File: src/include/video_macros.svh
// video raster constants: frame geometry, counter widths and palette size
`ifndef VIDEO_MACROS_SVH
`define VIDEO_MACROS_SVH

// full raster, blanking included
`define H_TOTAL 32
`define V_TOTAL 8

// visible window, starting at count 0
`define H_ACTIVE 16
`define V_ACTIVE 4

// counter widths, sized to hold H_TOTAL-1 and V_TOTAL-1
`define H_CNT_W 5
`define V_CNT_W 3

// pixels per fetched 32-bit word
`define WORD_PIX 16

// colour lookup table
`define PAL_DEPTH 256
`define PAL_AW 8

`endif
File: src/hdl/video_pkg.sv
// video types: render modes, control word, pixel position and colour
package video_pkg;

	// graphics decode modes
	typedef enum logic [1:0] {
		R_ZX = 2'd0,
		R_HC = 2'd1,
		R_XC = 2'd2,
		R_TX = 2'd3
	} render_mode_t;

	// renderer control word, held as a level
	typedef struct packed {
		render_mode_t mode;
		// graphics layer off, border takes its place
		logic         nogfx;
		// tile/sprite layer off
		logic         notsu;
		// graphics drawn over tiles
		logic         gfxovr;
		// zx flash phase
		logic         flash;
		// two 4-bit pixels per index
		logic         hires;
		// upper nibble for zx, 16c and text
		logic [3:0]   palsel;
		logic [4:0]   spare;
	} render_ctrl_t;

	// 15-bit colour
	typedef struct packed {
		logic [4:0] r;
		logic [4:0] g;
		logic [4:0] b;
	} rgb_t;

	// position within the fetched word, from the timing generator
	typedef struct packed {
		logic [3:0] psel;
		logic       hvpix;
		logic       c1;
	} pix_pos_t;

endpackage

File: src/hdl/video_top.sv
// video back end: raster timing, pixel renderer and colour palette
module video_top import video_pkg::*; (
	input  logic         clk,
	input  logic         reset,

	// renderer controls and fetched data
	input  render_ctrl_t ctrl,
	input  logic [31:0]  data,
	input  logic [7:0]   border,
	input  logic [7:0]   tsdata,

	// palette write port
	input  logic         pal_we,
	input  logic [7:0]   pal_addr,
	input  rgb_t         pal_wdata,

	// pixel index and colour out
	output logic [7:0]   vplex,
	output rgb_t         rgb,
	output logic         frame_start
);

	pix_pos_t pos;

	video_timing video_timing_inst (
		.clk         (clk),
		.reset       (reset),
		.pos         (pos),
		.frame_start (frame_start)
	);

	// index registered one cycle after pos
	video_render video_render_inst (
		.clk    (clk),
		.reset  (reset),
		.pos    (pos),
		.ctrl   (ctrl),
		.data   (data),
		.border (border),
		.tsdata (tsdata),
		.vplex  (vplex)
	);

	// colour one cycle after the index
	video_palette video_palette_inst (
		.clk   (clk),
		.reset (reset),
		.vplex (vplex),
		.we    (pal_we),
		.waddr (pal_addr),
		.wdata (pal_wdata),
		.rgb   (rgb)
	);

endmodule

File: src/hdl/video_palette.sv
// colour palette RAM: cpu write port and registered pixel colour lookup
`include "video_macros.svh"

module video_palette import video_pkg::*; (
	input  logic                clk,
	input  logic                reset,
	input  logic [`PAL_AW-1:0]  vplex,
	input  logic                we,
	input  logic [`PAL_AW-1:0]  waddr,
	input  rgb_t                wdata,
	output rgb_t                rgb
);

	rgb_t mem [`PAL_DEPTH];

	// cpu side, one entry per strobe
	always_ff @(posedge clk) begin
		if (we) begin
			mem[waddr] <= wdata;
		end
	end

	// pixel side lookup, old data on a same-address write
	always_ff @(posedge clk) begin
		if (reset) begin
			rgb <= '0;
		end else begin
			rgb <= mem[vplex];
		end
	end

	// a write must land on a defined entry
	waddr_known_a: assert property (
		@(posedge clk) disable iff (reset)
		we |-> !$isunknown(waddr)
	) else $error("palette write with unknown address");

	// renderer index is defined once out of reset
	vplex_known_a: assert property (
		@(posedge clk) disable iff (reset)
		!$past(reset) |-> !$isunknown(vplex)
	) else $error("palette read index unknown");

endmodule

File: src/hdl/video_render.sv
// pixel renderer: per-mode decode, layer priority and hi-res packing
module video_render import video_pkg::*; (
	input  logic         clk,
	input  logic         reset,
	input  pix_pos_t     pos,
	input  render_ctrl_t ctrl,
	input  logic [31:0]  data,
	input  logic [7:0]   border,
	input  logic [7:0]   tsdata,
	output logic [7:0]   vplex
);

	logic [15:0] gfx_word;
	logic [15:0] atr_word;
	logic        zx_dot;
	logic [7:0]  zx_attr;
	logic        zx_set;
	logic [7:0]  zx_pix;
	logic [7:0]  tx_pix;
	logic [3:0]  hc_dot;
	logic [7:0]  hc_pix;
	logic [7:0]  xc_pix;
	logic [7:0]  gfx_pix;
	logic        gfx_set;
	logic        ts_vis;
	logic        gfx_vis;
	logic [7:0]  layer_ts;
	logic [7:0]  layer_gfx;
	logic [7:0]  video;
	logic [3:0]  hr_nib;

	// zx and text share the bitmap and attribute halves
	assign gfx_word = data[15:0];
	assign atr_word = data[31:16];
	// msb of each byte is the leftmost dot
	assign zx_dot   = gfx_word[{pos.psel[3], ~pos.psel[2:0]}];
	assign zx_attr  = pos.psel[3] ? atr_word[15:8] : atr_word[7:0];

	// flash swaps ink and paper
	assign zx_set = zx_dot ^ (ctrl.flash & zx_attr[7]);
	assign zx_pix = {ctrl.palsel, zx_attr[6], zx_set ? zx_attr[2:0] : zx_attr[5:3]};
	// text attribute is fg/bg nibbles
	assign tx_pix = {ctrl.palsel, zx_dot ? zx_attr[3:0] : zx_attr[7:4]};

	// 16c nibble order within the lower half-word
	always_comb begin
		case (pos.psel[1:0])
			2'd0: hc_dot = data[7:4];
			2'd1: hc_dot = data[3:0];
			2'd2: hc_dot = data[15:12];
			default: hc_dot = data[11:8];
		endcase
	end

	assign hc_pix = {ctrl.palsel, hc_dot};
	assign xc_pix = pos.psel[0] ? data[15:8] : data[7:0];

	// mode select, pixel and its set flag
	always_comb begin
		case (ctrl.mode)
			R_ZX: begin
				gfx_pix = zx_pix;
				gfx_set = zx_set;
			end
			R_HC: begin
				gfx_pix = hc_pix;
				gfx_set = |hc_dot;
			end
			R_XC: begin
				gfx_pix = xc_pix;
				gfx_set = |xc_pix;
			end
			default: begin
				gfx_pix = tx_pix;
				gfx_set = zx_dot;
			end
		endcase
	end

	// zero low nibble is transparent for tiles and sprites
	assign ts_vis  = (|tsdata[3:0]) && !ctrl.notsu;
	assign gfx_vis = gfx_set && !ctrl.nogfx;

	// tiles over graphics
	assign layer_ts  = ts_vis ? tsdata : (ctrl.nogfx ? border : gfx_pix);
	// graphics over tiles
	assign layer_gfx = gfx_vis ? gfx_pix : (ts_vis ? tsdata : border);
	assign video     = !pos.hvpix ? border : (ctrl.gfxovr ? layer_gfx : layer_ts);

	// hi-res keeps the even pixel for the upper nibble
	always_ff @(posedge clk) begin
		if (reset) begin
			hr_nib <= '0;
			vplex  <= '0;
		end else begin
			if (pos.c1) begin
				hr_nib <= video[3:0];
			end
			vplex <= ctrl.hires ? {hr_nib, video[3:0]} : video;
		end
	end

endmodule

File: src/hdl/video_timing.sv
// raster timing generator: pixel position, active window and frame strobe
`include "video_macros.svh"

module video_timing import video_pkg::*; (
	input  logic     clk,
	input  logic     reset,
	output pix_pos_t pos,
	output logic     frame_start
);

	logic [`H_CNT_W-1:0] h_cnt;
	logic [`V_CNT_W-1:0] v_cnt;
	logic                h_last;
	logic                v_last;

	assign h_last = (h_cnt == (`H_TOTAL - 1));
	assign v_last = (v_cnt == (`V_TOTAL - 1));

	// horizontal count every clock, vertical at end of line
	always_ff @(posedge clk) begin
		if (reset) begin
			h_cnt <= '0;
			v_cnt <= '0;
		end else begin
			if (h_last) begin
				h_cnt <= '0;
				if (v_last) begin
					v_cnt <= '0;
				end else begin
					v_cnt <= v_cnt + 1'b1;
				end
			end else begin
				h_cnt <= h_cnt + 1'b1;
			end
		end
	end

	// position follows the counters in the same cycle
	assign pos.psel  = h_cnt[3:0];
	assign pos.hvpix = (h_cnt < `H_ACTIVE) && (v_cnt < `V_ACTIVE);
	// even pixels, the half-rate strobe
	assign pos.c1    = ~h_cnt[0];

	assign frame_start = (h_cnt == '0) && (v_cnt == '0);

	// psel steps one pixel per clock and wraps at the word boundary
	psel_step_a: assert property (
		@(posedge clk) disable iff (reset)
		!$past(reset) |-> (pos.psel == $past(pos.psel) + 4'd1)
	) else $error("psel did not advance by one pixel");

	// no active pixel in the horizontal blank
	hvpix_window_a: assert property (
		@(posedge clk) disable iff (reset)
		(h_cnt >= `H_ACTIVE) |-> !pos.hvpix
	) else $error("hvpix high beyond the active width");

	// one frame strobe per full raster
	frame_period_a: assert property (
		@(posedge clk) disable iff (reset)
		frame_start |-> ##(`H_TOTAL * `V_TOTAL) frame_start
	) else $error("frame_start period is not one raster");

	// no early strobe inside a frame
	frame_single_a: assert property (
		@(posedge clk) disable iff (reset)
		frame_start |=> !frame_start [* (`H_TOTAL * `V_TOTAL - 1)]
	) else $error("extra frame_start inside a frame");

endmodule

File: config.mk
export PLATFORM = sky130hd
export DESIGN_NAME = video_top
export DESIGN_NICKNAME = d
export VERILOG_FILES = /design/src/hdl/video_pkg.sv /design/src/hdl/video_top.sv /design/src/hdl/video_palette.sv /design/src/hdl/video_render.sv /design/src/hdl/video_timing.sv
export VERILOG_INCLUDE_DIRS = /design/src /design/src/include
export SDC_FILE = /design/constraint.sdc
export NUM_CORES = 2
export LEC_CHECK = 0
export BUFFER_PORTS_ARGS = -buffer_cell sky130_fd_sc_hd__buf_4
export CAP_MARGIN = 5
export CORE_ASPECT_RATIO = 1.75
export CORE_MARGIN = 5
export CORE_UTILIZATION = 68
export DETAILED_ROUTE_END_ITERATION = 10
export PLACE_DENSITY = 0.85
export SETUP_SLACK_MARGIN = 0.05
export SYNTH_ARGS = -nofsm -noshare
export SYNTH_HDL_FRONTEND = slang
export SYNTH_SLANG_ARGS = --single-unit
File: constraint.sdc
create_clock -name clk -period 5.63 [get_ports clk]
set_clock_uncertainty 0.15 [all_clocks]
set_input_delay 0.2815 -clock clk [delete_from_list [all_inputs] [get_ports clk]]
set_output_delay 0.2815 -clock clk [all_outputs]
set_load 0.03 [all_outputs]
==> reports/metrics.cfg, run 1 <==
[outcome]
status = stopped before the end
lastStage = 5_1_grt
error = [ERROR GRT-0232] Routing congestion too high. Check the congestion heatmap in the GUI.

[clock_network]
cts_sinks = 3875
htreeDepth = 5
root_buffer = clkbuf_16
cts_buffers = 318
clockBufferDepth = 4

[placement]
place_congestion = 0.934
dpl.hpwl_um = 249000
port_buffers = 108
dp_worst_setup_slack_ps = 1200

[die]
rows = 227
die_x_um = 364
ios = 114
die_height_um = 630
start_util_pct = 68.3

[logic_synthesis]
synth_simple_gate_area_share_pct = 1.20
yosysSeqAreaShare_pct = 77.7
synth_mux_area_share_pct = 19.4
ys.flop_type = edfxtp_1
synth_common_cells = 3840 x edfxtp_1, 1262 x mux4_2, 285 x nor2_1
yosys.area.top_type = edfxtp_1
synth_fp_nets = 6200
yosysMostFrequentCell = edfxtp_1
yosys.area_share.xor_xnor_pct = 0.0117
synth_top_family_by_area = multiplexers
avgSynthCellArea_um2 = 24.5
synth.distinct_cells = 54
synthCells = 6102
ys_warn_count = 0
yosysTopAreaCellShare_pct = 77.3
synthAdderAreaFrac_pct = 0.0671
async_flop_share_pct = 0
netlist_area_mm2 = 0.149
synth-compound-area-share_pct = 0.555
synth.ff_latch_count = 3875
synth_edf_count = 3840
yosys-top-cells-area = edfxtp_1 77%, mux4_2 19%, nor2_1 0.72%

[global_route]
grt_max_degree = 205
grt_antenna_before_repair = 107
grt_overflow = 23
grt.total_usage_pct = 53.8

[sta]
crit_endpoint = video_palette_inst.rgb[2]$_SDFF_PP0_/D
endpoint_type = sequential cell input

routing by layer:
layer | global-route usage (%) | overflow
met5 | 20.1 | 0
met4 | 45.3 | 7
met3 | 34.8 | 4
met2 | 72.7 | 11
met1 | 56.5 | 1
stage by stage:
step | cell area, um^2 | cells
2_1_floorplan | 149000 | 6102
3_3_place_gp | 156000 | 9109
3_5_place_dp | 156000 | 9109
4_1_cts | 166000 | 9700
cells by family after synthesis:
logic type,count (synthesis)
DFF,3875
muxes,1311
and+or+nand+nor,421
buffers and inverters,363
AOI/OAI and AO/OA,122
adders and majority gates,8
xor gates and xnor gates,2
repair_timing:
item | in CTS
hold buffers | 28
resized for setup | 0
setup buffers | 0
hold endpoints to repair | 314
==> inputs of run 2 (changes only) <==
--- a/config.mk
+++ b/config.mk
@@ -8,12 +8,10 @@
 export LEC_CHECK = 0
 export BUFFER_PORTS_ARGS = -buffer_cell sky130_fd_sc_hd__buf_4
 export CAP_MARGIN = 5
-export CORE_ASPECT_RATIO = 1.75
 export CORE_MARGIN = 5
-export CORE_UTILIZATION = 68
+export CORE_UTILIZATION = 40
 export DETAILED_ROUTE_END_ITERATION = 10
-export PLACE_DENSITY = 0.85
-export SETUP_SLACK_MARGIN = 0.05
+export PLACE_DENSITY_LB_ADDON = 0.15
 export SYNTH_ARGS = -nofsm -noshare
 export SYNTH_HDL_FRONTEND = slang
 export SYNTH_SLANG_ARGS = --single-unit
==> reports/metrics.cfg, run 2 <==
[logic_synthesis]
yosys.area.top_type = edfxtp_1  ; unchanged
ys.flop_type = edfxtp_1  ; unchanged
synth.ff_latch_count = 3875  ; unchanged
synth_common_cells = 3840 x edfxtp_1, 1262 x mux4_2, 285 x nor2_1  ; unchanged
synthCells = 6102  ; unchanged
ys_warn_count = 0  ; unchanged
synth_fp_nets = 6200  ; unchanged
yosysTopAreaCellShare_pct = 77.3  ; unchanged
yosysMostFrequentCell = edfxtp_1  ; unchanged
netlist_area_mm2 = 0.149  ; unchanged
yosys-top-cells-area = edfxtp_1 77%, mux4_2 19%, nor2_1 0.72%  ; unchanged
async_flop_share_pct = 0  ; unchanged
yosysSeqAreaShare_pct = 77.7  ; unchanged
avgSynthCellArea_um2 = 24.5  ; unchanged
synth.distinct_cells = 54  ; unchanged
synth_edf_count = 3840  ; unchanged

[pwr]
switching_share_pct = 22.7
p_switching_w = 0.0143
p_int_w = 0.0488
p_clk_share_pct = 40.3
power_frac_seq_pct = 50.6
p_comb_share_pct = 9.1
ir_worst_vdd_mv = 0.285
p_leak_nw = 52.1
power.density_mw_per_mm2 = 368

[hold_path]
hold_start = pal_addr[4]
hold_end = video_palette_inst.mem[190][14]
worst_hold_path_type = in -> reg
min_path_cells = 4

[final_layout]
final_cell_mix = 3840 x edfxtp_1, 1262 x mux4_2, 446 x buf_4, 408 x clkbuf_16, 251 x nor2_1
syn_to_final_growth_pct = 15.1
top_register = video_palette_inst.mem
final_area_mm2 = 0.172
final_common_cell = edfxtp_1
top_regs = video_palette_inst.mem x3840, video_palette_inst.rgb x15, video_render_inst.vplex x8
fin_util_pct = 46.2
drive_gt1_share_pct = 33.6
largest_reg_flops = 3840
fin_nets = 6820

[global_route]
grt_overflow = 0
grt.total_usage_pct = 19.9
grt_pass1_wl_um = 544000
grt_max_degree = 186
grt_pass1_vias = 70100
grt_antenna_before_repair = 28

[clock_network]
htreeDepth = 5  ; unchanged
clockBufferDepth = 4  ; unchanged
cts_tree = built
root_buffer = clkbuf_16  ; unchanged
clock_latency_ps = 970
post-cts-setup-buffers = 0  ; unchanged
cts_buffers = 401  ; was 318
ctsResizeCount = 0  ; unchanged
cts_sinks = 3875  ; unchanged
path_clk_slew_ps = 70

[routing]
drt-pass1-iter-count = 7
ant_nets = 0
viasPerCell = 5.67
drt_iter0_markers = 7428
wl_per_cell_um = 32.1
wirelength_um = 385000
drc_errors = 0
vias = 68200

[critical_path]
worstRegToRegCells = 12
worst-setup-path-type = reg -> reg
critPathLaunchType = flop
required_ps = 6310
endpoint_kind = flop
cp_max_fo = 19
crit_arrival_ps = 5870
rrSetupSlack_ps = 440
r2r_end = video_render_inst.vplex[6]
rr_startpoint = video_timing_inst.h_cnt[0]

[sta]
fin_crit_sh_pct = 92.1
whs_ps = 95.7
tns_ps = 0
fmax_ghz = 0.193
slew_headroom_pct = 16.5
worst_pin_slew_ps = 1250
setup_violations = 0
min_period_ps = 5190
rsz0062_at_grt = no
report.final.slew_viol_count = 0
final_hold_viol_count = 0

[die]
die_height_um = 621  ; was 630 um
die_x_um = 621  ; was 364 um
coreArea_mm2 = 0.372
ios = 114  ; unchanged
rows = 224  ; was 227
start_util_pct = 40.1  ; was 68.3%
dieArea_mm2 = 0.385

[flow_run]
drv_cap = 0

[placement]
port_buffers = 108  ; unchanged
place_congestion = 0.821  ; was 0.934
dpl_cell_area_mm2 = 0.159  ; was 0.156 mm^2
dpl.hpwl_um = 224000  ; was 249000 um

[outcome]
status = finished clean  ; was stopped before the end

## run 2: cell counts after synthesis
No cell type changed its count.
## run 2: worst max-delay path, stage by stage (launching register included)
cell	delay, ps
dfxtp_1	980
inv_2	260
ha_1	350
a222oi_1	480
a31oi_1	140
o31ai_1	270
o211ai_1	270
a21oi_1	650
o21ai_0	190
o2111ai_1	110
dlygate4sd3_1	560
o21ai_0	70
dlygate4sd3_1	570
## run 2: power groups by stage
stage	registers, W	logic [W]	clock network, W
floorplan	0.0325	0.00327	0
global placement	0.0325	0.00580	0
detailed placement	0.0326	0.00586	0
CTS	0.0319	0.00591	0.0261
global route	0.0319	0.00606	0.0273
finish	0.0319	0.00576	0.0255
## run 2: timing repair
item | 4_1_cts | 5_1_grt
setup endpoints to repair | 0 | 0
hold buffers | 53 | 0
hold endpoints to repair | 1663 | 0
## run 2: routing by layer
metal  share of wire, %  track usage, %  up-vias
li1                   -               -    27700
met1                 43            28.8    37700
met2                 48            31.9     2249
met3                6.5            3.26      460
met4                2.3            4.50        2
met5             0.0034               0        -
## run 2: worst max path at each step
stage	cells after the start	end	slack (ps)	from
3_5_place_dp	9	video_palette_inst.rgb[11]	1290	video_render_inst.vplex[0]
5_1_grt	12	video_render_inst.vplex[6]	160	video_timing_inst.h_cnt[0]
6_report	12	video_render_inst.vplex[6]	440	video_timing_inst.h_cnt[0]
2_1_floorplan	9	video_palette_inst.rgb[14]	2250	video_render_inst.vplex[1]
4_1_cts	12	video_render_inst.vplex[6]	520	video_timing_inst.h_cnt[0]
3_3_place_gp	9	video_palette_inst.rgb[11]	1280	video_render_inst.vplex[0]
## run 2: per-stage QoR
step	setup WS (ps)	instances	power (W)
5_1_grt	158	12000	0.0653
3_3_place_gp	1280	11200	0.0383
6_report	442	12000	0.0632
2_1_floorplan	2250	6102	0.0358
3_5_place_dp	1290	11200	0.0384
4_1_cts	516	12000	0.0639
## run 2: cell type report
class	count	area, um^2
diodes	10	25.0
clock buffers	499	10600
clock inverters	222	1960
fillers	30500	200000
inverters	15	56.3
multi-input cells	1864	31800
flip-flops and latches	3875	116000
well taps	4972	6220
repair buffers	565	5120
## run 2: cell families after synthesis
logic type,Yosys count,share of synthesized area (%)
AND/OR/NAND/NOR,421,1.20
multiplexers,1311,19.4
AO/OA/AOI/OAI,122,0.555
XOR/XNOR,2,0.0117
adder cells (fa/ha/maj),8,0.0671
flip-flops,3875,77.7
buffers and inverters,363,1.07
Power figures use the tool's default switching activity.
